### config.mk
export PLATFORM = sky130hd
export DESIGN_NAME = pixelScanout_flat
export DESIGN_NICKNAME = d
export VERILOG_FILES = /design/src/videoPkg.sv /design/src/pixelPkg.sv /design/src/lineBufIf.sv /design/src/pixelScanout.sv /design/src/flat_wrapper.sv
export VERILOG_INCLUDE_DIRS = /design/src /design/src/src
export SDC_FILE = /design/constraint.sdc
export NUM_CORES = 1
export LEC_CHECK = 0
export ABC_AREA = 1
export BUFFER_PORTS_ARGS = -buffer_cell sky130_fd_sc_hd__buf_2
export CELL_PAD_IN_SITES_DETAIL_PLACEMENT = 1
export CELL_PAD_IN_SITES_GLOBAL_PLACEMENT = 1
export CORE_MARGIN = 3
export CORE_UTILIZATION = 31
export CTS_CLUSTER_DIAMETER = 120
export DETAILED_ROUTE_END_ITERATION = 10
export PLACE_DENSITY = 0.8
export SYNTH_ARGS = -nofsm -noshare
export SYNTH_HDL_FRONTEND = slang
export SYNTH_SLANG_ARGS = --single-unit
export TNS_END_PERCENT = 50
### constraint.sdc
create_clock -name clk -period 1.7 [get_ports clk]
set_input_delay 0.17 -clock clk [delete_from_list [all_inputs] [get_ports clk]]
set_output_delay 0.17 -clock clk [all_outputs]
set_load 0.01 [all_outputs]
### src/video_macros.svh
/*
 * Raster constants of the video path.
 * Line and frame size, visible window, sync positions,
 * line buffer depth and the coordinate and pixel widths.
 */
`ifndef VIDEO_MACROS_SVH
`define VIDEO_MACROS_SVH

// widths of the data words.
`define VID_COORD_W 9          // wide enough for 0 to 511.
`define VID_BUF_ADDR_W 9       // index into one half of the buffer.
`define VID_PIXEL_W 8          // colour index.

// horizontal raster, counted in cen8 ticks.
`define VID_H_TOTAL 512        // hdump runs 0 to 511.
`define VID_H_VIS_START 64     // first visible pixel.
`define VID_H_VIS_END 448      // first blanked pixel after the active part.
`define VID_HS_START 'h1DC     // HS goes high after this position.

// vertical raster, counted in lines.
`define VID_V_TOTAL 262
`define VID_V_VIS_START 14     // 224 visible lines, 14 to 237.
`define VID_V_VIS_END 237
`define VID_VS_ON_LINE 'h100   // VS rises with HS on this line.
`define VID_VS_OFF_LINE 'h001  // and falls with HS on this one.

// one line of visible pixels, and the buffer that holds two of them.
`define VID_LINE_PIXELS 384
`define VID_BUF_DEPTH (2 * `VID_LINE_PIXELS)

`endif

### src/videoPkg.sv
/*
 * Raster coordinate types and the renderer FSM states.
 */
`include "video_macros.svh"

package videoPkg;

    // a pixel or line counter value.
    // hdump, vdump, vrender and vrender1 all use it.
    typedef logic [`VID_COORD_W-1:0] coordT;

    // address of one word inside one half of the line buffer.
    // Only 0 to 383 are ever used.
    typedef logic [`VID_BUF_ADDR_W-1:0] bufAddrT;

    // the renderer waits in idle for the line start.
    // It spends the first 384 ticks of the line in draw.
    typedef enum logic [0:0] {
        idle,  // nothing to write.
        draw   // one pixel per cen8 tick.
    } renderStateT;

endpackage

### src/pixelPkg.sv
/*
 * Pixel type and the test pattern rule.
 * The renderer and the reference model both call patternPixel.
 */
`include "video_macros.svh"

package pixelPkg;

    typedef logic [`VID_PIXEL_W-1:0] pixelT;  // colour index.

    // the pattern is the low byte of x against the low byte of y with its nibbles swapped.
    // Both diagonal stripes and line-to-line changes show up on screen this way.
    function automatic pixelT patternPixel(videoPkg::coordT x, videoPkg::coordT y);
        pixelT swappedY;
        swappedY = {y[3:0], y[7:4]};  // nibble swap of the line byte.
        return x[7:0] ^ swappedY;
    endfunction

endpackage

### src/lineBufIf.sv
/*
 * Signals of the ping-pong line buffer.
 * Write port and swap pulse, read port, and the producer,
 * buffer and consumer views of them.
 */
`timescale 1ns/1ps

interface lineBufIf;

    logic              wrEn;    // write strobe, one word per clock.
    videoPkg::bufAddrT wrAddr;  // address in the back half.
    pixelPkg::pixelT   wrData;
    logic              swap;    // one-clock pulse at the line start.
    videoPkg::bufAddrT rdAddr;  // address in the front half.
    pixelPkg::pixelT   rdData;  // valid one clock after rdAddr.

    // the renderer fills the back half and flips the halves.
    modport producer (
        output wrEn,
        output wrAddr,
        output wrData,
        output swap
    );

    // the memory itself.
    modport buffer (
        input  wrEn,
        input  wrAddr,
        input  wrData,
        input  swap,
        input  rdAddr,
        output rdData
    );

    // the scanout only reads.
    modport consumer (
        output rdAddr,
        input  rdData
    );

endinterface

### src/pixelScanout.sv
/*
 * Consumer of the line buffer.
 * Read address from hdump, registered pixel output,
 * black during horizontal and vertical blanking.
 */
`timescale 1ns/1ps
`include "video_macros.svh"

module pixelScanout (
    input  logic            clk,
    input  logic            rstN,
    input  logic            cen8,
    input  videoPkg::coordT hdump,
    input  logic            HB,
    input  logic            VB,
    lineBufIf.consumer      lineBuf,
    output pixelPkg::pixelT pixel
);

    localparam videoPkg::coordT visStart = videoPkg::coordT'(`VID_H_VIS_START);
    localparam videoPkg::coordT visEnd   = videoPkg::coordT'(`VID_H_VIS_END);

    logic inWindow;  // hdump is inside the active part of the line.

    assign inWindow = (hdump >= visStart) && (hdump < visEnd);

    // the address is held for a whole tick.
    // rdData has settled by the next tick however long the gap in cen8.
    always_ff @(posedge clk) begin
        if (!rstN) begin
            lineBuf.rdAddr <= '0;
        end else if (cen8) begin
            // outside the window the address parks at 0 so the read stays in range.
            lineBuf.rdAddr <= inWindow ? videoPkg::bufAddrT'(hdump - visStart) : '0;
        end
    end

    // HB is registered from hdump one tick earlier.
    // By this tick it describes the position whose word is in rdData.
    // VB only moves at hdump 511, where HB already blanks.
    always_ff @(posedge clk) begin
        if (!rstN) begin
            pixel <= '0;
        end else if (cen8) begin
            pixel <= (HB || VB) ? '0 : lineBuf.rdData;
        end
    end

endmodule

### src/flat_wrapper.sv
// flat-port wrapper written by rule: the top's interface ports become plain ports
module pixelScanout_flat 
  (clk, rstN, cen8, hdump, HB, VB, pixel, lineBuf_rdAddr, lineBuf_rdData);
  lineBufIf lineBuf_i ();
  input  logic clk;
  input  logic rstN;
  input  logic cen8;
  input  videoPkg::coordT hdump;
  input  logic HB;
  input  logic VB;
  output pixelPkg::pixelT pixel;
  output wire logic [$bits(lineBuf_i.rdAddr)-1:0] lineBuf_rdAddr;
  input wire logic [$bits(lineBuf_i.rdData)-1:0] lineBuf_rdData;
  assign lineBuf_rdAddr = lineBuf_i.rdAddr;
  assign lineBuf_i.rdData = lineBuf_rdData;
  pixelScanout u_core (.clk(clk), .rstN(rstN), .cen8(cen8), .hdump(hdump), .HB(HB), .VB(VB), .lineBuf(lineBuf_i), .pixel(pixel));
endmodule
After elaboration in Yosys (flattened, before gate mapping)
Cells that the tools add are included.
{"block": "classes", "muxes": 2, "n_lt_le_gt_ge": 2, "addsub": 1, "n_reduce_logical": 2}
{"op": "$ge A9 B7 Y1 const B", "n": 1}
{"op": "$lt A9 B9 Y1 const B", "n": 1}
{"op": "$mux W9", "n": 1}
{"op": "$sub A9 B7 Y9 const B", "n": 1}
{"op": "$mux W8", "n": 1}
{"op": "$logic_and A1 B1 Y1", "n": 1}
{"op": "$logic_or A1 B1 Y1", "n": 1}
{"block": "totals", "regBits": 17, "input_bits": 22, "output_inout_bits": 17, "word_cells": 9}

Longest topological paths before layout
{"block": "logic_depth", "word_depth": 3, "mapped_depth": 8, "depth_no_buf": 8}

Worst setup path before layout
No wires, ideal clock.
{"block": "synth_path", "kind": "input port to flip-flop", "from": "in hdump[7]", "to": "reg u_core.lineBuf.rdAddr[8]", "t_arrival_ns": 0.842, "n_path_buf": 0, "path_stages": 8, "required_time_ns": 1.634, "path_slack_ns": 0.792, "cell_sequence": "inv_1 > ha_1 > nand2_1 > nor2_1 > nand2_1 > nand2_4 > nand3_1 > a21oi_2"}
{"block": "synth_between", "elab_chain_len": 3}
{"element": "from (decl)", "line_no": "flat_wrapper.sv:8", "rtl": "input videoPkg::coordT hdump;"}
{"element": "$ge A9 B7 Y1 / $lt A9 B9 Y1 (equally long branches)", "line_no": "pixelScanout.sv:25", "rtl": "assign inWindow = (hdump >= visStart) && (hdump < visEnd);"}
{"element": "$logic_and A1 B1 Y1", "line_no": "pixelScanout.sv:25"}
{"element": "$mux W9 (*)", "line_no": "pixelScanout.sv:34", "rtl": "lineBuf.rdAddr <= inWindow ? videoPkg::bufAddrT'(hdump - visStart) : '0;"}
{"element": "to (signal assigned)", "line_no": "pixelScanout.sv:34"}
{"element": "to (decl)", "line_no": "lineBufIf.sv:37", "rtl": "output rdAddr,"}
Every way passes the cells marked *; elsewhere a longest branch is shown, timed or not.
A chain may end at the register's enable or synchronous reset.

Worst setup path in the final report
{"block": "layout_path", "from": "reg u_core.lineBuf.rdAddr[1]", "to": "out lineBuf_rdAddr[1]"}
{"element": "to (decl)", "line_no": "flat_wrapper.sv:12", "rtl": "output wire logic [$bits(lineBuf_i.rdAddr)-1:0] lineBuf_rdAddr;"}
No word-level cell between the ends.

==> results.md <==
- Status: finished clean
- Final cell count without fillers: 163
- Syn_area_per_cell: 7.68 um2
- Synthesized area: 737 um2
- Cells after Synth: 96
- Footprint of the multi-input gates: 339 um2
- CP Max Fanout: 2
- Hold buffers post-CTS: 0
- Largest net degree at the start of global routing: 18
- Slew Viols, Final: 0
- Area grow syn2layout: 32.6%
- Via count: 779
- GPL Wtd Cong: 0.671
- Final clock skew: 0 ps
- Critical path arrival: 770 ps
- Period utilization: 0.552
- CP max stage cell: dfxtp_1
- CP Class: reg2out
- Cell area power density: 819 mW/mm2
- VDD IR-drop max: 0.403 mV
- CTS buffer count: 3
- Vias in the first global route: 710
- PortBufs: 38
- Worst Path Buf+Inv: 1
- Max Clk Rate: 1060 MHz
- Layout Utilization: 0.438
- Drt pass-1 iters: 4
- DP Area: 950 um2
- Root buffer cell: clkbuf_4
- Post-route total power: 0.800 mW
- Iteration-0 DRC Markers: 12
- WL final: 1.91 mm
- Worst-path clk slew: 100 ps
- Htree depth: 1
- Share of cells above drive strength 1: 0.348
- Register area share after synthesis: 0.462
- Die width: 54.8 um
- Yosys top cell area share: 0.462
- WHS: 115 ps
- CTS tree: built
- Clock Latency Late Sink: 280 ps
- Syn Nets: 120
- Ant diodes: 0
- Yosys cell types: 15
- Cts repair resizes: 0
- Post-route setup slack: 761 ps
- Post-route cell area: 977 um2
- Yosys top cell by area: dfxtp_1
- RSZ-0062 raised after global routing: false
- Hold Crit Class: in2reg
- Final hold vios: 0
- Critical path, cell by cell: buf_2
- Core area: 0.00223 mm2
- Dpl cells: 159
- I/O pin total: 39
- Cell family with most CP delay: flip-flops
- Final net count: 160
- Area contributors post-synth: dfxtp_1 46%, a21oi_1 11%, nand2_1 7.1%
- CTS Sinks: 17
- Setup TNS: 0 ps
- Gr usage total: 0.138
- Number of setup violations in the final report: 0
- Register bit count reported by yosys: 17
- Required time of the critical path: 1530 ps
- Filler instances: 313
- Slew margin rel.: 0.777
- Worst Tran Pin Value: 335 ps
- Overflow after GRT: 0
- CP endpoint kind: primary output
- DP Wirelength: 1.52 mm
- Lkg Pwr: 0.500 nW
- Final Critical Period: 939 ps
- Die ar.: 0.00300 mm2
- Crit start category: flip-flop
- First-pass GRT wire length: 3.00 mm
- Pre-CTS setup slack: 528 ps
- FF+latch area: 340 um2
- Setup Buffers After CTS: 0
- Antenna viol nets, final: 0
- Max stage delay on crit path: 350 ps
- # rows: 17
- Max-cap violations: 0
- # DRC: 0
- Starting Density: 0.330
- Initial antenna violation count: 0
- Die height: 54.8 um
- YS warnings: 0
- CTS Buffer Depth: 2
- Routed len/inst: 11.7 um
- Vias/cell: 4.78
logic make-up (layout without fill, tap and decap cells):
family / count (synthesis) / in the layout / share of synthesized area
DFF: 17 / 17 / 0.462
xor gates and xnor gates: 1 / 1 / 0.0119
adders and majority gates: 2 / 2 / 0.0340
AOI/OAI and AO/OA: 33 / 33 / 0.229
and+or+nand+nor: 29 / 29 / 0.185
buffers and inverters: 14 / 53 / 0.0781
power by group:
part / switching (mW) / internal, mW
clock network: 0.131 / 0.0873
registers: 0.0120 / 0.424
logic: 0.0831 / 0.0632
total: 0.226 / 0.575
synthesized netlist by cell type:
library cell,count
o21ai_1,6
nor2_1,3
nand3_1,9
dfxtp_1,17
a21oi_2,1
a21oi_1,16
nor3_2,1
ha_1,2
inv_1,10
buf_2,4
nand2_1,14
xnor2_1,1
nor2_2,1
nand2_4,1
o21ai_0,10
per-layer routing:
layer | part of all wire | vias up | GRT usage
met2 | 0.52 | 16 | 0.236
met1 | 0.43 | 364 | 0.166
met5 | 0 | - | 0
li1 | - | 397 | -
met4 | 0.0031 | 0 | 0.0373
met3 | 0.049 | 2 | 0.0381
cell usage in the layout, fill, tap and decap left out:
cell type / netlist / layout
nor2_1: 3 / 3
nor2_2: 1 / 1
ha_1: 2 / 2
buf_2: 4 / 38
nor3_2: 1 / 1
buf_4: 0 / 1
nand2_4: 1 / 1
inv_1: 10 / 10
dfxtp_1: 17 / 17
o21ai_0: 10 / 10
nand2_1: 14 / 14
a21oi_1: 16 / 16
a21oi_2: 1 / 1
nand3_1: 9 / 9
o21ai_1: 6 / 6
clkinv_2: 0 / 1
clkbuf_4: 0 / 3
xnor2_1: 1 / 1
flip-flops by register name, indices dropped and copies added, names as in the netlist:
| name | cells |
|---|---|
| u_core.lineBuf.rdAddr | 9 |
| u_core.pixel | 8 |
worst paths after layout:
| check | start | endpoint | slack (ps) | depth (start not counted) |
|---|---|---|---|---|
| hold reg to reg | u_core.lineBuf.rdAddr[8]$_SDFFE_PN0P_ | u_core.lineBuf.rdAddr[8]$_SDFFE_PN0P_ | 480 | 2 |
| setup / recovery | u_core.lineBuf.rdAddr[1]$_SDFFE_PN0P_ | lineBuf_rdAddr[1] | 760 | 1 |
| setup reg to reg | u_core.lineBuf.rdAddr[1]$_SDFFE_PN0P_ | u_core.lineBuf.rdAddr[1]$_SDFFE_PN0P_ | 1030 | 2 |
| hold / removal | lineBuf_rdData[2] | u_core.pixel[2]$_SDFFE_PN0P_ | 110 | 3 |
layout make-up:
class | count | share of cell area
well taps | 28 | 0.0359
flip-flops and latches | 17 | 0.348
multi-input cells | 65 | 0.347
clock buffers | 3 | 0.0230
repair buffers | 39 | 0.202
clock inverters | 1 | 0.00512
inverters | 10 | 0.0384
(Power assumes the default switching activity.)
