`config.mk`:
```
export PLATFORM = sky130hd
export DESIGN_NAME = lineRenderer_flat
export DESIGN_NICKNAME = d
export VERILOG_FILES = /design/src/videoPkg.sv /design/src/pixelPkg.sv /design/src/lineBufIf.sv /design/src/lineRenderer.sv /design/src/flat_wrapper.sv
export VERILOG_INCLUDE_DIRS = /design/src /design/src/src
export SDC_FILE = /design/constraint.sdc
export NUM_CORES = 1
export LEC_CHECK = 0
export ABC_AREA = 1
export BUFFER_PORTS_ARGS = -buffer_cell sky130_fd_sc_hd__buf_2
export CORE_UTILIZATION = 51
export DETAILED_ROUTE_END_ITERATION = 8
export PLACE_DENSITY = 0.82
export SYNTH_ARGS = -nofsm -noshare
export SYNTH_HDL_FRONTEND = slang
export SYNTH_SLANG_ARGS = --single-unit
```
`constraint.sdc`:
```
create_clock -name clk -period 2.7 [get_ports clk]
set_input_delay 0.54 -clock clk [delete_from_list [all_inputs] [get_ports clk]]
set_output_delay 0.54 -clock clk [all_outputs]
set_load 0.05 [all_outputs]
```
`src/video_macros.svh`:
```
/*
 * Raster constants of the video path.
 * Line and frame size, visible window, sync positions,
 * line buffer depth and the coordinate and pixel widths.
 */
`ifndef VIDEO_MACROS_SVH
`define VIDEO_MACROS_SVH

// widths of the data words.
`define VID_COORD_W 9          // wide enough for 0 to 511.
`define VID_BUF_ADDR_W 9       // index into one half of the buffer.
`define VID_PIXEL_W 8          // colour index.

// horizontal raster, counted in cen8 ticks.
`define VID_H_TOTAL 512        // hdump runs 0 to 511.
`define VID_H_VIS_START 64     // first visible pixel.
`define VID_H_VIS_END 448      // first blanked pixel after the active part.
`define VID_HS_START 'h1DC     // HS goes high after this position.

// vertical raster, counted in lines.
`define VID_V_TOTAL 262
`define VID_V_VIS_START 14     // 224 visible lines, 14 to 237.
`define VID_V_VIS_END 237
`define VID_VS_ON_LINE 'h100   // VS rises with HS on this line.
`define VID_VS_OFF_LINE 'h001  // and falls with HS on this one.

// one line of visible pixels, and the buffer that holds two of them.
`define VID_LINE_PIXELS 384
`define VID_BUF_DEPTH (2 * `VID_LINE_PIXELS)

`endif

```
`src/videoPkg.sv`:
```
/*
 * Raster coordinate types and the renderer FSM states.
 */
`include "video_macros.svh"

package videoPkg;

    // a pixel or line counter value.
    // hdump, vdump, vrender and vrender1 all use it.
    typedef logic [`VID_COORD_W-1:0] coordT;

    // address of one word inside one half of the line buffer.
    // Only 0 to 383 are ever used.
    typedef logic [`VID_BUF_ADDR_W-1:0] bufAddrT;

    // the renderer waits in idle for the line start.
    // It spends the first 384 ticks of the line in draw.
    typedef enum logic [0:0] {
        idle,  // nothing to write.
        draw   // one pixel per cen8 tick.
    } renderStateT;

endpackage

```
`src/pixelPkg.sv`:
```
/*
 * Pixel type and the test pattern rule.
 * The renderer and the reference model both call patternPixel.
 */
`include "video_macros.svh"

package pixelPkg;

    typedef logic [`VID_PIXEL_W-1:0] pixelT;  // colour index.

    // the pattern is the low byte of x against the low byte of y with its nibbles swapped.
    // Both diagonal stripes and line-to-line changes show up on screen this way.
    function automatic pixelT patternPixel(videoPkg::coordT x, videoPkg::coordT y);
        pixelT swappedY;
        swappedY = {y[3:0], y[7:4]};  // nibble swap of the line byte.
        return x[7:0] ^ swappedY;
    endfunction

endpackage

```
`src/lineBufIf.sv`:
```
/*
 * Signals of the ping-pong line buffer.
 * Write port and swap pulse, read port, and the producer,
 * buffer and consumer views of them.
 */
`timescale 1ns/1ps

interface lineBufIf;

    logic              wrEn;    // write strobe, one word per clock.
    videoPkg::bufAddrT wrAddr;  // address in the back half.
    pixelPkg::pixelT   wrData;
    logic              swap;    // one-clock pulse at the line start.
    videoPkg::bufAddrT rdAddr;  // address in the front half.
    pixelPkg::pixelT   rdData;  // valid one clock after rdAddr.

    // the renderer fills the back half and flips the halves.
    modport producer (
        output wrEn,
        output wrAddr,
        output wrData,
        output swap
    );

    // the memory itself.
    modport buffer (
        input  wrEn,
        input  wrAddr,
        input  wrData,
        input  swap,
        input  rdAddr,
        output rdData
    );

    // the scanout only reads.
    modport consumer (
        output rdAddr,
        input  rdData
    );

endinterface

```
`src/lineRenderer.sv`:
```
/*
 * Producer of the line buffer.
 * Two-state FSM that writes the pattern of line vrender
 * into the back half, one pixel per cen8 tick.
 */
`timescale 1ns/1ps
`include "video_macros.svh"

module lineRenderer (
    input  logic            clk,
    input  logic            rstN,
    input  logic            cen8,
    input  logic            start,    // line start from the timing block.
    input  videoPkg::coordT vrender,  // the line that is shown next.
    lineBufIf.producer      lineBuf
);

    localparam videoPkg::coordT lastX = videoPkg::coordT'(`VID_LINE_PIXELS - 1);

    videoPkg::renderStateT state;
    videoPkg::coordT       x;  // pixel being written.
    videoPkg::coordT       y;  // line being written, held for the whole line.

    always_ff @(posedge clk) begin
        if (!rstN) begin
            state <= videoPkg::idle;
            x     <= '0;
        end else if (cen8) begin
            case (state)
                videoPkg::idle: begin
                    if (start) begin
                        state <= videoPkg::draw;
                        x     <= '0;  // the first write lands on the next tick.
                    end
                end
                videoPkg::draw: begin
                    x <= x + 1'b1;
                    if (x == lastX) state <= videoPkg::idle;  // 384 words done.
                end
                default: state <= videoPkg::idle;
            endcase
        end
    end

    // y only changes at a line start.
    always_ff @(posedge clk) begin
        if (start && cen8) y <= vrender;
    end

    // the halves flip in the same clock the new line begins.
    // The write that follows goes to the half just freed by the scanout.
    assign lineBuf.swap   = start && cen8;
    assign lineBuf.wrEn   = (state == videoPkg::draw) && cen8;  // one word per tick.
    assign lineBuf.wrAddr = videoPkg::bufAddrT'(x);
    assign lineBuf.wrData = pixelPkg::patternPixel(x, y);

    // writes stay inside one half.
    assert property (@(posedge clk) disable iff (!rstN)
        lineBuf.wrEn |-> (lineBuf.wrAddr <= videoPkg::bufAddrT'(lastX)));

    // a line is fully drawn before the next start arrives.
    assert property (@(posedge clk) disable iff (!rstN)
        (start && cen8) |-> (state == videoPkg::idle));

endmodule

```
`src/flat_wrapper.sv`:
```
// flat-port wrapper written by rule: the top's interface ports become plain ports
module lineRenderer_flat 
  (clk, rstN, cen8, start, vrender, lineBuf_wrEn, lineBuf_wrAddr, lineBuf_wrData, lineBuf_swap);
  lineBufIf lineBuf_i ();
  input  logic clk;
  input  logic rstN;
  input  logic cen8;
  input  logic start;
  input  videoPkg::coordT vrender;
  output wire logic [$bits(lineBuf_i.wrEn)-1:0] lineBuf_wrEn;
  output wire logic [$bits(lineBuf_i.wrAddr)-1:0] lineBuf_wrAddr;
  output wire logic [$bits(lineBuf_i.wrData)-1:0] lineBuf_wrData;
  output wire logic [$bits(lineBuf_i.swap)-1:0] lineBuf_swap;
  assign lineBuf_wrEn = lineBuf_i.wrEn;
  assign lineBuf_wrAddr = lineBuf_i.wrAddr;
  assign lineBuf_wrData = lineBuf_i.wrData;
  assign lineBuf_swap = lineBuf_i.swap;
  lineRenderer u_core (.clk(clk), .rstN(rstN), .cen8(cen8), .start(start), .vrender(vrender), .lineBuf(lineBuf_i));
endmodule
```
Yosys cells after proc, flatten, opt, wreduce, memory -nomap -nowiden
Cells that the tools add are included.

Logic and storage cells: 16. Register bits after elaboration: 18. Input bits: 13. Output and inout bits: 19.

Mux-type cells: 5. Bitwise gates (word level): 2. Eq/ne operators: 2. Add/sub/neg operators: 1. Reductions and logical operators: 3.

Operators by type and width (count): $pmux 9 s2 (1); $add 9x1->9 const B (1); $eq 9x9->1 const B (1); $mux 9 (1); $xor 8x8->8 (1); $logic_and 1x1->1 (2); $mux 1 (2); $ne 2x2->1 const B (1); $pmux 1 s2 (1); $reduce_and 2->1 (1); $not 1->1 (1).

Longest topological paths before layout
Gate-level depths: netlist (run 1).

Word-level depth: 3. Mapped depth: 7. Mapped depth without buffers: 7.

Worst setup path after synthesis (run 1)
Ideal clock, no wire load.

Path kind: reg-to-output. Start point: register u_core.x[3], in the netlist u_core.lineBuf.wrAddr[3]. End point: output lineBuf_wrData[3]. Slack: 547 ps. Path buffers: 1. Stages on the path, launching flop included: 3. Data arrival time: 1613 ps. Path through: dfxtp_1 buf_4 xor2_1.

Longest elaborated chain between the ends: 1.

Ends and longest elaborated chain: start, declared (RTL line lineRenderer.sv:21) `videoPkg::coordT x;`; start signal, assigned (RTL line lineRenderer.sv:37) `x <= x + 1'b1;`; $xor 8x8->8 (RTL line pixelPkg.sv:16) `return x[7:0] ^ swappedY;`; end, declared (RTL line flat_wrapper.sv:12) `output wire logic [$bits(lineBuf_i.wrData)-1:0] lineBuf_wrData;`.

Every way passes these cells.

Worst setup path in the final report (run 1)
Start point: input cen8. End point: output lineBuf_swap.

Longest elaborated chain between the ends: 1.

Ends and longest elaborated chain: start, declared (RTL line flat_wrapper.sv:7) `input logic cen8;`; $logic_and 1x1->1 (RTL line lineRenderer.sv:52) `assign lineBuf.swap = start && cen8;`; end, declared (RTL line flat_wrapper.sv:13) `output wire logic [$bits(lineBuf_i.swap)-1:0] lineBuf_swap;`.

Every way passes these cells.

==> reports/qor.csv, run 1 <==
stage,metric,value,unit
status,status,"complete, no violations",
clock_tree,htreeDepth,1,
final_layout,antenna_cells,0,
route,wl_per_cell,11.5,µm
worst_hold_path,hold_class,input port to flip-flop,
route,routed_wl,1.69,mm
final_layout,fill_cells,126,
power_and_ir_drop,powerDensity,495,nW/µm²
sta,drv_slew,0,
floorplan,initial_core_util,0.564,
clock_tree,clock_latency,0.31,ns
place,hpwl,1.28,mm
worst_setup_path,path_class,input port to output port,
place,gp_congestion,0.804,
sta,setup_viol,0,
clock_tree,clkTransAtPathRegs,0.10,ns
final_layout,finalNetCount,146,
worst_setup_path,start_kind,input port,
route,via_per_inst,5.05,
global_route,antenna_found_initial,0,
sta,whs,0.399,ns
worst_setup_path,cp_slowest_cell,buf_2,
yosys,yosys_warnings,0,
final_layout,syn_to_final_growth,21.5,%
clock_tree,cts_num_sinks,18,
route,drtAntennaViolNets,0,
job,maxCapViolCount,0,
global_route,first_global_vias,669,
sta,fmax,556,MHz
sta,slew_headroom,0.797,
floorplan,std_cell_rows,14,
sta,hold_viol,0,
route,firstDrtPassIters,4,
clock_tree,postCtsSetupRepairBufs,0,
floorplan,die_area,1890,µm²
place,placed_cell_area,1040,µm²
worst_setup_path,rr_endpoint,u_core.lineBuf.wrAddr[8],
global_route,grt_max_degree,11,
global_route,overflow,0,
sta,skew,0.00662,ns
route,vias,742,
place,port_buffers,30,
floorplan,fp.dieH,43.5,µm
power_and_ir_drop,totalPowerFinal,529,µW
worst_setup_path,critPathMaxFanout,10,
worst_setup_path,regToRegSetupSlack,1.33,ns
yosys,synth_top_area_cell,edfxtp_1,
worst_setup_path,r2r-start,u_core.lineBuf.wrAddr[0],
power_and_ir_drop,ir_drop,0.394,mV
worst_hold_path,worstHoldPathCells,1,
yosys,syn_nets,112,
worst_setup_path,crit_chain,buf_2 -> nand2_2 -> inv_2 -> buf_2,
sta,setup_tns,0,ns
worst_setup_path,crit_arrival,1.26,ns
worst_setup_path,cpPeakStageDelay,0.31,ns
global_route,track_usage,0.204,
worst_hold_path,worstHoldStart,vrender[2],
yosys,netlist_instances,98,
clock_tree,cts_root_buffer,clkbuf_4,
floorplan,core-area,1560,µm²
yosys,synth_top_area_share,0.273,
worst_setup_path,crit_required,2.16,ns
worst_hold_path,holdPathEnd,u_core.y[2],
final_layout,mostFrequentLayoutCells,"buf_2 (30), nand2_1 (20), nor2_1 (11), inv_1 (10), dfxtp_1 (10)",
global_route,grt_pass1_wl,2.81,mm
power_and_ir_drop,leakage,0.000540,µW
place,dp_slack,0.894,ns
yosys,ys_seq_area_frac,0.501,
route,drc,0,
floorplan,ios,32,
clock_tree,cts_buffers,3,
final_layout,multi_input_area,379,µm²
floorplan,die_x,43.5,µm
final_layout,design_area,1070,µm²
yosys,syn_avg_cell_area,8.98,µm²
worst_setup_path,rr_worst_depth,7,
yosys,syn_area,880,µm²
route,drtIter0Drc,17,
clock_tree,cts_tree,built,
clock_tree,cts_resized,0,
worst_setup_path,critPathCaptureType,output port,
yosys,ys_ff_latch,18,
worst_setup_path,crit_path_frequent_cell,buf_2,
sta,tightestPinTransition,0.304,ns
final_layout,regArea,440,µm²
yosys,yosysUniqueCellTypes,21,
clock_tree,clockBufferDepth,2,
final_layout,drive_above_1_share,0.359,
sta,rsz0062_at_grt,no,
yosys,ys_top_cells_by_area,"edfxtp_1 (27%), dfxtp_1 (23%), nand2_1 (8.5%), xor2_1 (8.0%), nor2_1 (4.7%)",
final_layout,layout_commonest_cell,buf_2,
sta,post-route-period-util,0.666,
clock_tree,cts_hold_buf,0,
sta,min_period,1.80,ns
sta,layout_setup_ws,0.902,ns
cell usage after synthesis:
cell type,n
nand3_1,4
nor2_8,1
edfxtp_1,8
ha_1,1
nor2_1,11
xor2_1,8
nand2_1,20
nand3_2,2
a21oi_4,1
inv_2,4
buf_4,1
inv_1,10
o21ai_0,1
nand2_2,1
nor3_1,2
dfxtp_1,10
a21oi_1,5
nand4_1,1
nand2_4,2
o21ai_1,2
nor2_2,3
report_power, final:
group          switching (µW)  internal (µW)  total [µW]
clock                    86.1           54.1         140
sequential               5.82            295         301
combinational            66.0           21.8        87.8
total                     158            371         529
layout make-up:
cell class / instances / area share
clock buffer: 3 / 0.0211
clock inverter: 1 / 0.00351
sequential: 18 / 0.412
multi-input combinational: 65 / 0.355
tap: 16 / 0.0187
timing repair buffer: 30 / 0.141
inverter: 14 / 0.0492
kinds of logic after synthesis:
kind of cell               count (synthesis)  share of synthesized area
AOI/OAI and AO/OA                          9                     0.0640
xor gates and xnor gates                   8                     0.0797
adders and majority gates                  1                     0.0142
buffers and inverters                     15                     0.0683
DFF                                       18                      0.501
and+or+nand+nor                           47                      0.273
stage by stage:
step / utilization / cells
after floorplan: - / 98
after global placement: 0.669 / 143
after detailed placement: 0.669 / 143
after CTS: 0.685 / 147
after global routing: 0.685 / 147
final: 0.685 / 147
how the worst max path moves through the flow:
| stage | from | end | slack (ns) |
|---|---|---|---|
| after floorplan | u_core.lineBuf.wrAddr[3] | lineBuf_wrData[3] | 0.55 |
| after global placement | cen8 | lineBuf_swap | 0.94 |
| after detailed placement | cen8 | lineBuf_swap | 0.89 |
| after CTS | cen8 | lineBuf_swap | 0.89 |
| after global routing | u_core.lineBuf.wrAddr[3] | lineBuf_wrData[3] | 0.83 |
| final | cen8 | lineBuf_swap | 0.90 |
routing by layer:
metal / vias to the layer above / wire length, µm / global-route usage
met5: - / 0 / 0
met1: 342 / 729 / 0.237
met2: 21 / 855 / 0.352
li1: 377 / - / -
met4: 0 / 17 / 0.0563
met3: 2 / 88 / 0.0750
sequential cells by signal (all words and copies together), names as in the netlist:
| name | flops |
|---|---|
| u_core.lineBuf.wrAddr | 9 |
| u_core.state | 1 |
| u_core.y | 8 |
critical path: cells and delay by family:
| kind | cells | cell delay [ns] |
|---|---|---|
| buf+inv | 3 | 0.63 |
| simple gates | 1 | 0.09 |
No activity file was read; power rests on OpenSTA's default activity.
==> run 2: changes to the inputs <==
--- a/config.mk
+++ b/config.mk
@@ -8,9 +8,9 @@
 export LEC_CHECK = 0
 export ABC_AREA = 1
 export BUFFER_PORTS_ARGS = -buffer_cell sky130_fd_sc_hd__buf_2
-export CORE_UTILIZATION = 51
+export CORE_UTILIZATION = 47
 export DETAILED_ROUTE_END_ITERATION = 8
-export PLACE_DENSITY = 0.82
+export PLACE_DENSITY = 0.76
 export SYNTH_ARGS = -nofsm -noshare
 export SYNTH_HDL_FRONTEND = slang
 export SYNTH_SLANG_ARGS = --single-unit
==> constraint.sdc (replaced) <==
create_clock -name clk -period 1.8 [get_ports clk]
set_input_delay 0.36 -clock clk [delete_from_list [all_inputs] [get_ports clk]]
set_output_delay 0.36 -clock clk [all_outputs]
set_load 0.05 [all_outputs]
==> run 2 against run 1 <==
Combinational power is 54% higher. Sequential cell count stayed put. Total power is 50% higher. First-iteration DRC count is 12% lower. Critical path type is now flip-flop to output port.
==> reports/qor.csv, run 2 (synthesized netlist as in run 1, its figures left out) <==
stage,metric,value,unit,change
sta,setup_viol,0,,unchanged
clock_tree,clock_latency,0.29,ns,-0.02 ns
clock_tree,cts_tree,built,,
sta,rsz0062_at_grt,no,,
clock_tree,cts_root_buffer,clkbuf_4,,
clock_tree,postCtsSetupRepairBufs,0,,unchanged
route,wl_per_cell,10.5,µm,-8.9%
clock_tree,cts_buffers,3,,unchanged
final_layout,top_register,u_core.lineBuf.wrAddr,,
sta,tightestPinTransition,0.344,ns,+0.0395 ns
final_layout,finalNetCount,146,,unchanged
floorplan,core-area,1750,µm²,+12%
place,dp_cells,152,,+6.3%
sta,skew,0.00842,ns,+0.00180 ns
clock_tree,cts_num_sinks,18,,unchanged
global_route,antenna_found_initial,0,,unchanged
worst_setup_path,start_kind,flip-flop,,
power_and_ir_drop,p_seq_frac,0.573,,+0.004
worst_setup_path,critPathMaxFanout,8,,-2
power_and_ir_drop,switchingPower,231,µW,+46%
sta,hold_viol,0,,unchanged
worst_setup_path,critPathCaptureType,output port,,
final_layout,drive_above_1_share,0.420,,+0.0611
final_layout,instances_no_fill,156,,+6.1%
worst_setup_path,crit_start,u_core.lineBuf.wrAddr[3],,
final_layout,layout_commonest_cell,buf_2,,
floorplan,die_area,2050,µm²,+8.1%
final_layout,largest_reg_flops,9,,unchanged
worst_setup_path,crit_arrival,1.25,ns,about the same
job,maxCapViolCount,0,,unchanged
clock_tree,cts_resized,0,,unchanged
place,port_buffers,30,,unchanged
global_route,overflow,0,,unchanged
global_route,first_global_vias,635,,-5.1%
place,gp_congestion,0.740,,-7.9%
floorplan,ios,32,,unchanged
sta,drv_slew,0,,unchanged
place,hpwl,1.28,mm,+0.39%
global_route,track_usage,0.179,,-0.0242
final_layout,fill_cells,152,,+21%
global_route,grt_pass1_wl,2.62,mm,-6.9%
sta,post-route-period-util,0.893,,
route,firstDrtPassIters,4,,unchanged
clock_tree,htreeDepth,1,,unchanged
floorplan,fp.dieH,45.3,µm,+4.0%
route,routed_wl,1.63,mm,-3.4%
power_and_ir_drop,p_int,566,µW,+52%
sta,min_period,1.61,ns,
final_layout,antenna_cells,0,,unchanged
route,drtIter0Drc,15,,-2
power_and_ir_drop,totalPowerFinal,796,µW,+50%
floorplan,std_cell_rows,15,,+1
worst_hold_path,hold_class,input port to flip-flop,,
final_layout,mostFrequentLayoutCells,"buf_2 (30), nand2_1 (20), nor2_1 (11), inv_1 (10), dfxtp_1 (10)",,
floorplan,initial_core_util,0.504,,-0.0603
power_and_ir_drop,power_frac_clock,0.258,,-0.007
final_layout,syn_to_final_growth,29.6,%,
route,via_per_inst,4.71,,-6.8%
clock_tree,clkTransAtPathRegs,0.10,ns,about the same
sta,setup_tns,0,ns,unchanged
power_and_ir_drop,sw_frac_of_total,0.290,,-0.00874
power_and_ir_drop,powerDensity,699,nW/µm²,+41%
power_and_ir_drop,comb_power_share,0.169,,+0.003
worst_setup_path,r2r-start,u_core.lineBuf.wrAddr[0],,
clock_tree,cts_hold_buf,0,,unchanged
worst_setup_path,path_class,flip-flop to output port,,
clock_tree,clockBufferDepth,2,,unchanged
worst_setup_path,crit_required,1.44,ns,-0.72 ns
route,drtAntennaViolNets,0,,unchanged
global_route,grt_max_degree,11,,unchanged
power_and_ir_drop,leakage,0.000544,µW,+0.65%
floorplan,die_x,45.3,µm,+4.0%
worst_hold_path,worstHoldStart,vrender[5],,
sta,whs,0.236,ns,-0.163 ns
sta,fmax,622,MHz,
power_and_ir_drop,ir_drop,0.455,mV,+15%
sta,slew_headroom,0.771,,-0.0264
final_layout,top_regs,"u_core.lineBuf.wrAddr x9, u_core.y x8, u_core.state x1",,
status,status,"complete, no violations",,
route,drc,0,,unchanged
route,vias,734,,-1.1%
[run 2: final cells by class]
cell class | count | area (µm²) | area share
clock buffers | 4 | 26.3 | 0.0231
inverters | 14 | 52.6 | 0.0461
multi-input cells | 65 | 439 | 0.385
flip-flops and latches | 18 | 440 | 0.386
well taps | 25 | 31.3 | 0.0274
repair buffers | 30 | 150 | 0.132
[run 2: power groups by stage]
stage | sequential, µW | combinational, µW | clock (µW)
5_1_grt | 459 | 145 | 225
3_5_place_dp | 466 | 136 | 0
3_3_place_gp | 466 | 133 | 0
4_1_cts | 457 | 136 | 212
2_1_floorplan | 470 | 95.1 | 0
6_report | 456 | 135 | 205
[run 2: worst paths after layout]
kind,slack (ns),cells past startpoint,to
worst max-delay path,0.19,2,lineBuf_wrData[3]
worst min register to register,0.56,3,u_core.lineBuf.wrAddr[8]
worst min-delay path,0.24,1,u_core.y[5]
worst max register to register,0.41,6,u_core.lineBuf.wrAddr[6]
[run 2: metrics by stage]
step | utilization | setup slack (ns) | area [µm²]
after floorplan | - | 0.0985 | 940
after global placement | 0.638 | 0.376 | 1110
after detailed placement | 0.638 | 0.361 | 1110
after CTS | 0.653 | 0.187 | 1140
after global routing | 0.653 | 0.135 | 1140
final | 0.653 | 0.193 | 1140
[run 2: layer usage]
layer  global-route usage  vias to the layer above  share of wire
met5                    0                        -              0
met4               0.0909                        0          0.020
met3               0.0240                        5          0.034
met2                0.307                       19           0.50
met1                0.219                      343           0.45
li1                     -                      367              -
[run 2: worst max-delay path, stage by stage, from the launching register on]
cell and delay [ns]:
dfxtp_1 0.54, xor2_2 0.15, buf_2 0.27
