### config.mk
export PLATFORM = sky130hd
export DESIGN_NAME = videoTiming
export DESIGN_NICKNAME = d
export VERILOG_FILES = /design/src/videoPkg.sv /design/src/videoTiming.sv
export VERILOG_INCLUDE_DIRS = /design/src /design/src/src
export SDC_FILE = /design/constraint.sdc
export NUM_CORES = 1
export LEC_CHECK = 0
export BUFFER_PORTS_ARGS = -buffer_cell sky130_fd_sc_hd__buf_2
export CORE_ASPECT_RATIO = 1.1
export CORE_MARGIN = 2
export CORE_UTILIZATION = 52
export DETAILED_ROUTE_END_ITERATION = 10
export PLACE_DENSITY = 0.78
export SLEW_MARGIN = 20
export SYNTH_ARGS = -nofsm -noshare
export SYNTH_HDL_FRONTEND = slang
export SYNTH_SLANG_ARGS = --single-unit
### constraint.sdc
create_clock -name clk -period 1.8 [get_ports clk]
set_input_delay 0.09 -clock clk [delete_from_list [all_inputs] [get_ports clk]]
set_output_delay 0.09 -clock clk [all_outputs]
set_load 0.02 [all_outputs]
### src/video_macros.svh
/*
 * Raster constants of the video path.
 * Line and frame size, visible window, sync positions,
 * line buffer depth and the coordinate and pixel widths.
 */
`ifndef VIDEO_MACROS_SVH
`define VIDEO_MACROS_SVH

// widths of the data words.
`define VID_COORD_W 9          // wide enough for 0 to 511.
`define VID_BUF_ADDR_W 9       // index into one half of the buffer.
`define VID_PIXEL_W 8          // colour index.

// horizontal raster, counted in cen8 ticks.
`define VID_H_TOTAL 512        // hdump runs 0 to 511.
`define VID_H_VIS_START 64     // first visible pixel.
`define VID_H_VIS_END 448      // first blanked pixel after the active part.
`define VID_HS_START 'h1DC     // HS goes high after this position.

// vertical raster, counted in lines.
`define VID_V_TOTAL 262
`define VID_V_VIS_START 14     // 224 visible lines, 14 to 237.
`define VID_V_VIS_END 237
`define VID_VS_ON_LINE 'h100   // VS rises with HS on this line.
`define VID_VS_OFF_LINE 'h001  // and falls with HS on this one.

// one line of visible pixels, and the buffer that holds two of them.
`define VID_LINE_PIXELS 384
`define VID_BUF_DEPTH (2 * `VID_LINE_PIXELS)

`endif

### src/videoPkg.sv
/*
 * Raster coordinate types and the renderer FSM states.
 */
`include "video_macros.svh"

package videoPkg;

    // a pixel or line counter value.
    // hdump, vdump, vrender and vrender1 all use it.
    typedef logic [`VID_COORD_W-1:0] coordT;

    // address of one word inside one half of the line buffer.
    // Only 0 to 383 are ever used.
    typedef logic [`VID_BUF_ADDR_W-1:0] bufAddrT;

    // the renderer waits in idle for the line start.
    // It spends the first 384 ticks of the line in draw.
    typedef enum logic [0:0] {
        idle,  // nothing to write.
        draw   // one pixel per cen8 tick.
    } renderStateT;

endpackage

### src/videoTiming.sv
/*
 * Pixel and line counters of the raster.
 * HS, VS, HB, VB and preVB generation, the line start strobe,
 * and the look-ahead line counters vrender and vrender1.
 */
`timescale 1ns/1ps
`include "video_macros.svh"

module videoTiming (
    input  logic            clk,
    input  logic            rstN,
    input  logic            cen8,
    output videoPkg::coordT hdump,     // pixel being shown.
    output videoPkg::coordT vdump,     // line being shown.
    output videoPkg::coordT vrender,   // line being drawn, one ahead of vdump.
    output videoPkg::coordT vrender1,  // two lines ahead of vdump.
    output logic            start,     // high for the first tick of each line.
    output logic            HS,
    output logic            VS,
    output logic            VB,
    output logic            preVB,
    output logic            HB
);

    localparam videoPkg::coordT lastPixel = videoPkg::coordT'(`VID_H_TOTAL - 1);
    localparam videoPkg::coordT lastLine  = videoPkg::coordT'(`VID_V_TOTAL - 1);
    localparam videoPkg::coordT hVisStart = videoPkg::coordT'(`VID_H_VIS_START);
    localparam videoPkg::coordT hVisEnd   = videoPkg::coordT'(`VID_H_VIS_END);
    localparam videoPkg::coordT vVisStart = videoPkg::coordT'(`VID_V_VIS_START);
    localparam videoPkg::coordT vVisEnd   = videoPkg::coordT'(`VID_V_VIS_END);
    localparam videoPkg::coordT hsStart   = videoPkg::coordT'(`VID_HS_START);
    localparam videoPkg::coordT vsOnLine  = videoPkg::coordT'(`VID_VS_ON_LINE);
    localparam videoPkg::coordT vsOffLine = videoPkg::coordT'(`VID_VS_OFF_LINE);

    logic [1:0] shVB;  // vertical blank shift, one stage per line.

    assign preVB = shVB[0];  // VB as it will look two lines from now.

    always_ff @(posedge clk) begin
        if (!rstN) begin
            hdump    <= '0;
            vdump    <= '0;
            vrender  <= videoPkg::coordT'(1);
            vrender1 <= videoPkg::coordT'(2);
            HB       <= 1'b1;
            VB       <= 1'b1;
            shVB     <= 2'b11;
            HS       <= 1'b0;
            VS       <= 1'b0;
            start    <= 1'b0;
        end else if (cen8) begin
            hdump   <= hdump + 1'b1;
            shVB[0] <= (vdump < vVisStart) || (vdump > vVisEnd);  // line condition.
            HB      <= (hdump >= hVisEnd) || (hdump < hVisStart);  // one tick behind hdump.
            // HS stays high from 0x1DD to 0, about 36 ticks.
            if (hdump == hsStart) begin
                HS <= 1'b1;
                // VS only moves on the rising edge of HS.
                if (vdump == vsOnLine) VS <= 1'b1;
                if (vdump == vsOffLine) VS <= 1'b0;
            end
            if (hdump == '0) HS <= 1'b0;
            start <= (hdump == lastPixel);  // marks the tick where hdump is back at 0.
            if (hdump == lastPixel) begin
                hdump    <= '0;
                vrender1 <= (vrender1 == lastLine) ? '0 : vrender1 + 1'b1;
                vrender  <= vrender1;  // the look-ahead counters hand down one line.
                vdump    <= vrender;
                {VB, shVB[1]} <= shVB;  // VB ends up two lines behind the condition.
            end
        end
    end

    // the counters never leave the raster.
    assert property (@(posedge clk) disable iff (!rstN) hdump <= lastPixel);
    assert property (@(posedge clk) disable iff (!rstN) vrender1 <= lastLine);

    // start is cleared by the tick that follows it.
    assert property (@(posedge clk) disable iff (!rstN) (start && cen8) |=> !start);

endmodule

# Word level (Yosys, flattened, before mapping)
# Cells that the tools add are included.
# W data, S select, Z words.
[word_totals]
regBits = 43
inputBits = 3
output_inout_bits = 42
elab_cells = 36
[classes]
n_addsub = 2
magnitude_cmp = 4
n_eq_ne = 5
muxes = 6
n_reduce_logical = 8
[op_table]
columns = ["cell", "count"]
rows = [
  ["$eq A9 B9 Y1 const B", 4],
  ["$add A9 B1 Y9 const B", 2],
  ["$mux W9", 2],
  ["$eq A9 B1 Y1 const B", 1],
  ["$ge A9 B9 Y1 const B", 1],
  ["$gt A9 B8 Y1 const B", 1],
  ["$logic_not A9 Y1", 1],
  ["$lt A9 B4 Y1 const B", 1],
  ["$lt A9 B7 Y1 const B", 1],
  ["$mux W1", 4],
  ["$reduce_and A2 Y1", 2],
  ["$reduce_bool A2 Y1", 2],
  ["$reduce_and A3 Y1", 1],
  ["$logic_or A1 B1 Y1", 2],
]

# Longest topological paths before layout
# Gate-level depths: netlist (run 1).
[logic_depth]
ltp_word = 3
ltp_mapped = 9
mapped_depth_nobuf = 8

# Least setup slack after synthesis (run 1)
# Ideal clock, no wire load.
[synth_path]
path_type = "flip-flop to flip-flop"
start = "reg hdump[0]"
end = "reg vrender[6]"
setup_time_ns = 0.076
arrival_ns = 1.741
required_ns = 1.724
setup_slack_ns = -0.017
stages_incl_launch_ff = 10
path_buffers = 2
synth_period_minus_slack_ns = 1.817
cell_sequence = "dfxtp_1 -> ha_1 -> nand3_1 -> nor2_1 -> ha_1 -> and2_1 -> buf_2 -> buf_2 -> nand2_1 -> a21boi_0"
[synth_between]
elab_chain_cells = 2
[synth_lines]
columns = ["item", "line_no", "text"]
rows = [
  ["start: declaration", "videoTiming.sv:13", "output videoPkg::coordT hdump,"],
  ["start signal: assignment", "videoTiming.sv:52", "hdump <= hdump + 1'b1;"],
  ["$eq A9 B9 Y1", "videoTiming.sv:64", "if (hdump == lastPixel) begin"],
  ["$reduce_and A2 Y1 (no source line)", "-", ""],
  ["end signal: assignment", "videoTiming.sv:43", "vrender <= videoPkg::coordT'(1);"],
  ["end signal: assignment", "videoTiming.sv:67", "vrender <= vrender1;"],
  ["end: declaration", "videoTiming.sv:15", "output videoPkg::coordT vrender,"],
]
# No other way between the ends.
# A chain may end at the register's enable or synchronous reset.

# Worst setup path in the final report (run 1)
[layout_path]
start = "reg hdump[5]"
end = "reg vrender1[8]"
[layout_between]
elab_chain_cells = 2
[layout_lines]
columns = ["item", "line_no", "text"]
rows = [
  ["$eq A9 B9 Y1", "videoTiming.sv:64", ""],
  ["$reduce_and A2 Y1 (no source line)", "-", ""],
  ["end signal: assignment", "videoTiming.sv:44", "vrender1 <= videoPkg::coordT'(2);"],
  ["end signal: assignment", "videoTiming.sv:66", "vrender1 <= (vrender1 == lastLine) ? '0 : vrender1 + 1'b1;"],
  ["end: declaration", "videoTiming.sv:16", "output videoPkg::coordT vrender1,"],
]
# No other way between the ends.

==> reports/metrics.yaml, run 1 <==
placed_design:
  gp_congestion: 0.8205
  dp_cells: 311
  port_buffers: 44
  placed_area_sq_mm: 0.002195
  dp_hpwl_microns: 3009
  place_worst_setup_slack_ns: 0.04294
grt:
  grt_max_degree: 38
  grt_antenna_before_repair: 0
  grtUsageTotal: 0.2280
  overflow: 0
  grt_pass1_wl_microns: 6893
  first_global_vias: 1530
floorplan:
  initial_core_util: 0.5517
  dieWidth_microns: 61.15
  dieArea_sq_mm: 0.004088
  chipHeight_microns: 66.86
  rows: 22
  ios: 45
  coreArea_sq_mm: 0.003386
routing:
  dr.pass1.iters: 5
  route.final.wire_length_microns: 4214
  drt-initial-drc-count: 100
  vias: 1676
  ant_nets: 0
  routed_via_density: 5.254
  post-route-drc-count: 0
  wire_per_inst_microns: 13.21
sta:
  drv_slew: 0
  tns_ns: 0
  fin_worst_skew_ns: 0.007038
  fmax_mhz: 608.4
  rsz0062_at_grt: "false"
  post-route-min-period_ns: 1.644
  worst_pin_slew_ns: 0.5483
  min_period_over_period: 0.9131
  final-hold-violation-count: 0
  fin_ws_ns: 0.1563
  setup_violations: 0
  relSlewSlack: 0.6345
synthesis:
  yosysTopAreaCell: "dfxtp_1"
  yosysUniqueCellTypes: 37
  syn_avg_cell_area_sq_um: 8.608
  synth_top_area_frac: 0.4608
  yosysWarningCount: 0
  synth-simple-area-share: 0.2847
  synth.area.mux_share: 0.01072
  synth-compound-area-share: 0.1293
  synth_adder_area_share: 0.03349
  netlist_area_sq_mm: 0.001868
  synth_area_leaders: "dfxtp_1 46%, nand2_1 10%, a21boi_0 6.8%"
  ys_seq_area_frac: 0.4608
  synthCells: 217
  synth_nets: 225
  synth_xor_area_frac: 0.04689
  ys_ff_latch: 43
  synth_top_family_by_area: "simple AND/OR/NAND/NOR gates"
hold_path:
  hold_class: "in -> reg"
  hold_depth: 3
cts:
  clk_path_buf_depth: 2
  clk_latency_ns: 0.36
  post_cts_buffers: 0
  clkTransAtPathRegs_ns: 0.13
  cts_buffers: 5
  cts_tree: "yes"
  cts_max_level: 2
  cts_num_sinks: 43
  cts-root-buf: "clkbuf_4"
  cts-hold-fix-buffers: 0
job:
  maxCapViolations: 0
setup_path:
  worst-path-max-fanout: 5
  critPathLaunch: "hdump[5]$_SDFFE_PN0P_"
  r2r-start: "hdump[5]$_SDFFE_PN0P_"
  crit_type: "reg -> reg"
  reg2reg_slack_ns: 0.16
  r2r-end: "vrender1[8]$_SDFFE_PN0P_"
  r2r_cells: 8
  worstSetupEndpointType: "register"
  arrival_ns: 1.90
  crit_end: "vrender1[8]$_SDFFE_PN0P_"
  critPathLaunchType: "register"
  required_ns: 2.05
power:
  clock_power_share: 0.385
  pwr_density_cell_mw_per_mm2: 717.6
  p_leak_nw: 0.9957
  vdd_ir_drop_max_mv: 0.4973
  p_sw_w: 0.0003509
  switching_share: 0.2117
  p_int_w: 0.001307
  pwr-share-seq: 0.578
  combPwrFrac: 0.037
finish:
  area_delta_synth_final_pct: 23.64
  final_cells: 319
  layout.nets: 278
  n_antenna_cell: 0
  utilization: 0.6822
  final_area_sq_mm: 0.002310
  drive_gt1_frac: 0.2731
status:
  status: "finished, final reports clean"
-- layer usage --
| metal | routed length [microns] | track usage | vias up | share of wire |
|---|---|---|---|---|
| li1 | - | - | 851 | - |
| met4 | 61 | 0.07337 | 0 | 0.014 |
| met1 | 1886 | 0.2821 | 785 | 0.45 |
| met5 | 0 | 0 | - | 0 |
| met3 | 166 | 0.06408 | 5 | 0.039 |
| met2 | 2100 | 0.3750 | 35 | 0.50 |
-- cells in the mapped netlist (all sizes together) --
| master | number |
|---|---|
| nand3 | 9 |
| ha | 5 |
| and3 | 3 |
| inv | 5 |
| nand3b | 1 |
| dfxtp | 43 |
| clkbuf | 6 |
| o311ai | 2 |
| nand2 | 51 |
| a2111oi | 1 |
| xor2 | 9 |
| nor4b | 2 |
| o211a | 1 |
| mux2i | 2 |
| nor2b | 4 |
| o211ai | 1 |
| a31oi | 1 |
| xnor2 | 1 |
| nor3 | 4 |
| or3 | 2 |
| nand4b | 3 |
| and2 | 3 |
| and4 | 2 |
| nor3b | 1 |
| nor2 | 14 |
| nand4 | 6 |
| nor4 | 1 |
| and4bb | 1 |
| a21oi | 5 |
| o221ai | 1 |
| buf | 4 |
| o21ai | 6 |
| a21boi | 17 |
-- cells by family after synthesis --
logic type      after synthesis
simple gates                107
mux                           2
buf+inv                      15
fa+ha+maj                     5
compound gates               35
xor+xnor                     10
flops                        43
-- final cells by class --
cell class / instances / area, sq um
well taps: 48 / 60.06
clock inverters: 2 / 35.03
fillers: 300 / 1076
flip-flops and latches: 43 / 863.3
repair buffers: 56 / 317.8
multi-input cells: 159 / 963.4
clock buffers: 6 / 51.30
inverters: 5 / 18.77
-- stage by stage --
step / hold WS, ns / power, W
final: 0.1706 / 0.001658
after global routing: 0.1690 / 0.001715
after CTS: 0.1470 / 0.001668
after detailed placement: 0.4581 / 0.001039
after global placement: 0.4497 / 0.001038
after floorplan: 0.3457 / 0.001021
-- cell usage in the layout, fill, tap and decap left out, types with 2 or more instances in the layout --
cell type   n
buf_4      10
and2_1      2
buf_6       2
dfxtp_2     2
nand4_1     6
ha_1        4
nor3_1      4
inv_1       5
nand3_1     9
a21oi_1     4
a21boi_1    2
xor2_1      9
and3_1      2
nand4b_1    3
nand2_1    50
buf_2      44
and4_1      2
o21ai_0     5
nor2b_1     4
mux2i_1     2
or3_1       2
clkbuf_4    5
dfxtp_1    41
nor2_1     14
a21boi_0   15
-- what timing repair did --
item,CTS,global route
setup endpoints to repair,3,27
resized for setup,2,11
endpoints found under the hold margin,0,0
gates cloned,0,0
-- power groups by stage --
stage	registers [W]	logic, W	clock network [W]
6_report	0.000958	0.0000612	0.000638
3_5_place_dp	0.000979	0.0000601	0
3_3_place_gp	0.000979	0.0000593	0
5_1_grt	0.000959	0.0000668	0.000689
4_1_cts	0.000958	0.0000608	0.000649
2_1_floorplan	0.000985	0.0000365	0
-- registers in the layout (all words and copies together), names as in the netlist --
| name | count |
|---|---|
| vdump | 9 |
| VB | 1 |
| HB | 1 |
| vrender1 | 9 |
| hdump | 9 |
| HS | 1 |
| start | 1 |
| shVB | 2 |
| VS | 1 |
| vrender | 9 |
-- worst max-delay path: stages (launching register included) --
cell     delay (ns)
dfxtp_1        0.35
and3_1         0.18
nand2_1        0.10
nor2_1         0.13
ha_2           0.23
and3_4         0.23
nand4_1        0.11
xor2_1         0.16
nor2_1         0.05
-- worst min-delay path by stage --
| stage | to | slack [ns] | start |
|---|---|---|---|
| 4_1_cts | HB$_SDFFE_PN1P_ | 0.15 | cen8 |
| 5_1_grt | HB$_SDFFE_PN1P_ | 0.17 | cen8 |
| 3_3_place_gp | VB$_SDFFE_PN1P_ | 0.45 | VB$_SDFFE_PN1P_ |
| 2_1_floorplan | hdump[0]$_SDFFE_PN0P_ | 0.35 | cen8 |
| 6_report | HB$_SDFFE_PN1P_ | 0.17 | cen8 |
| 3_5_place_dp | VB$_SDFFE_PN1P_ | 0.46 | VB$_SDFFE_PN1P_ |
No activity file was read; power rests on OpenSTA's default activity.
==> run 2, diff against run 1 <==
CELL_PAD_IN_SITES_DETAIL_PLACEMENT = 0   (was default)
CELL_PAD_IN_SITES_GLOBAL_PLACEMENT = 1   (was default)
CORE_UTILIZATION = 39   (was 52)
PLACE_DENSITY = 0.79   (was 0.78)
==> reports/metrics.yaml, run 2 (same netlist as run 1, synthesis figures left out) <==
sta:
  fmax_mhz: 605.0  # was 608.4 MHz
  rsz0062_at_grt: "false"  # unchanged
  fin_worst_skew_ns: 0.004801  # was 0.007038 ns
  post-route-min-period_ns: 1.653  # was 1.644 ns
  tns_ns: 0  # unchanged
  setup_violations: 0  # unchanged
  final-hold-violation-count: 0  # unchanged
  min_period_over_period: 0.9183  # was 0.9131
  drv_slew: 0  # unchanged
  worst_pin_slew_ns: 0.4573  # was 0.5483 ns
  relSlewSlack: 0.6873  # was 0.6345
grt:
  overflow: 0  # unchanged
  first_global_vias: 1565  # was 1530
  grt_max_degree: 28  # was 38
  grtUsageTotal: 0.1776  # was 0.2280
  grt_pass1_wl_microns: 7631  # was 6893 microns
  grt_antenna_before_repair: 0  # unchanged
setup_path:
  worstSetupEndpointType: "register"  # unchanged
  crit_slowest_cell: "dfxtp_1"  # unchanged
  arrival_ns: 1.87  # was 1.90 ns
  worst-path-max-fanout: 10  # was 5
  required_ns: 2.02  # was 2.05 ns
  crit_type: "reg -> reg"  # unchanged
  path_cells: "and3_1, nand2_1, nor2_2, ha_2, and2_2, buf_4, nand2_1, a21boi_0"  # was and3_1, nand2_1, nor2_1, ha_2, and3_4, nand4_1, xor2_1, nor2_1
  critPathLaunchType: "register"  # unchanged
  critPathMostFrequentCell: "nand2_1"  # was nor2_1
  worst_path_largest_cell_delay_ns: 0.34  # was 0.35 ns
  r2r_cells: 8  # unchanged
cts:
  clkTransAtPathRegs_ns: 0.08  # was 0.13 ns
  cts_max_level: 2  # unchanged
  cts_num_sinks: 43  # unchanged
  cts-root-buf: "clkbuf_8"  # was clkbuf_4
  clk_path_buf_depth: 2  # unchanged
  cts_tree: "yes"  # unchanged
  clk_latency_ns: 0.29  # was 0.36 ns
  cts_buffers: 5  # unchanged
hold_path:
  hold_depth: 2  # was 3
  hold_class: "in -> reg"  # unchanged
job:
  maxCapViolations: 0  # unchanged
finish:
  layout.nets: 282  # was 278
  mostFrequentLayoutCells: "51 x nand2_1, 44 x buf_2, 42 x dfxtp_1, 16 x a21boi_0, 15 x buf_4"  # was 50 x nand2_1, 44 x buf_2, 41 x dfxtp_1, 15 x a21boi_0, 14 x nor2_1
  final_cells: 331  # was 319
  final.fill_count: 460  # was 300
  drive_gt1_frac: 0.2727  # was 0.2731
  n_antenna_cell: 0  # unchanged
  final_common_cell: "nand2_1"  # unchanged
  area_delta_synth_final_pct: 25.18  # was 23.64%
routing:
  routed_via_density: 5.097  # was 5.254
  wire_per_inst_microns: 13.31  # was 13.21 microns
  ant_nets: 0  # unchanged
  route.final.wire_length_microns: 4406  # was 4214 microns
  drt-initial-drc-count: 89  # was 100
  vias: 1687  # was 1676
  post-route-drc-count: 0  # unchanged
  dr.pass1.iters: 4  # was 5
power:
  pwr_density_cell_mw_per_mm2: 694.1  # was 717.6 mW/mm^2
  p_leak_nw: 1.005  # was 0.9957 nW
  vdd_ir_drop_max_mv: 0.5760  # was 0.4973 mV
floorplan:
  initial_core_util: 0.4044  # was 0.5517
  rows: 26  # was 22
  ios: 45  # unchanged
  dieArea_sq_mm: 0.005360  # was 0.004088 sq mm
  dieWidth_microns: 69.99  # was 61.15 microns
  chipHeight_microns: 76.59  # was 66.86 microns
  coreArea_sq_mm: 0.004619  # was 0.003386 sq mm
placed_design:
  port_buffers: 44  # unchanged
  gp_congestion: 0.7955  # was 0.8205
  dp_cells: 322  # was 311
  dp_hpwl_microns: 3204  # was 3009 microns
status:
  status: "finished, final reports clean"  # unchanged
## run 2: changes by cell type in the layout (fill, tap and decap cells not counted), sizes merged
cell	delta
bufinv	-1
clkinvlp	+1
buf	+4
## run 2: layout make-up
class	instances	area [sq um]	area share
tap	56	70.07	0.02996
clock buffer	6	72.57	0.03103
timing repair buffer	60	344.1	0.1471
sequential	43	862.1	0.3686
clock inverter	2	12.51	0.005350
multi-input combinational	159	958.4	0.4098
inverter	5	18.77	0.008026
## run 2: path summary, 6_finish.rpt
| path | start | to | slack [ns] |
|---|---|---|---|
| worst min register to register | VB$_SDFFE_PN1P_ | VB$_SDFFE_PN1P_ | 0.47 |
| worst min-delay path | rstN | VB$_SDFFE_PN1P_ | 0.18 |
| worst max register to register | hdump[5]$_SDFFE_PN0P_ | vdump[8]$_SDFFE_PN0P_ | 0.15 |
| worst max-delay path | hdump[5]$_SDFFE_PN0P_ | vdump[8]$_SDFFE_PN0P_ | 0.15 |
## run 2: where the power goes
part           leakage, nW  internal [W]  total [W]  switching [W]
Clock               0.0412      0.000271   0.000602       0.000331
Combinational        0.617     0.0000253  0.0000649      0.0000397
Sequential           0.347      0.000954   0.000956     0.00000240
## run 2: worst max-delay path: cells and delay by family, from the launching register on
kind	cells	cell delay (ns)
buf+inv	1	0.19
flops	1	0.34
simple gates	5	0.69
compound gates	1	0.15
fa+ha+maj	1	0.21
## run 2: routing by layer
metal	vias to the layer above	global-route usage	wire (microns)
met5	-	0	0
met1	792	0.2397	2114
li1	860	-	-
met3	2	0.05423	190
met4	0	0.04615	26
met2	33	0.2762	2075
## run 2: what timing repair did
item / 4_1_cts / 5_1_grt
buffers inserted: 0 / 1
hold buffers: 0 / 0
endpoints found under the setup margin: 0 / 30
gates resized for setup: 0 / 8
## run 2: metrics by stage
step	worst slack (ns)	total power [W]	hold WS, ns	cell area (sq um)	utilization
detailed placement	0.09411	0.001044	0.4541	2227	0.4821
finish	0.1471	0.001623	0.1841	2338	0.5062
global route	0.004068	0.001699	0.2227	2338	0.5062
global placement	0.1499	0.001045	0.4480	2227	0.4821
floorplan	0.007864	0.001021	0.3457	1869	-
CTS	0.05123	0.001642	0.1873	2312	0.5005
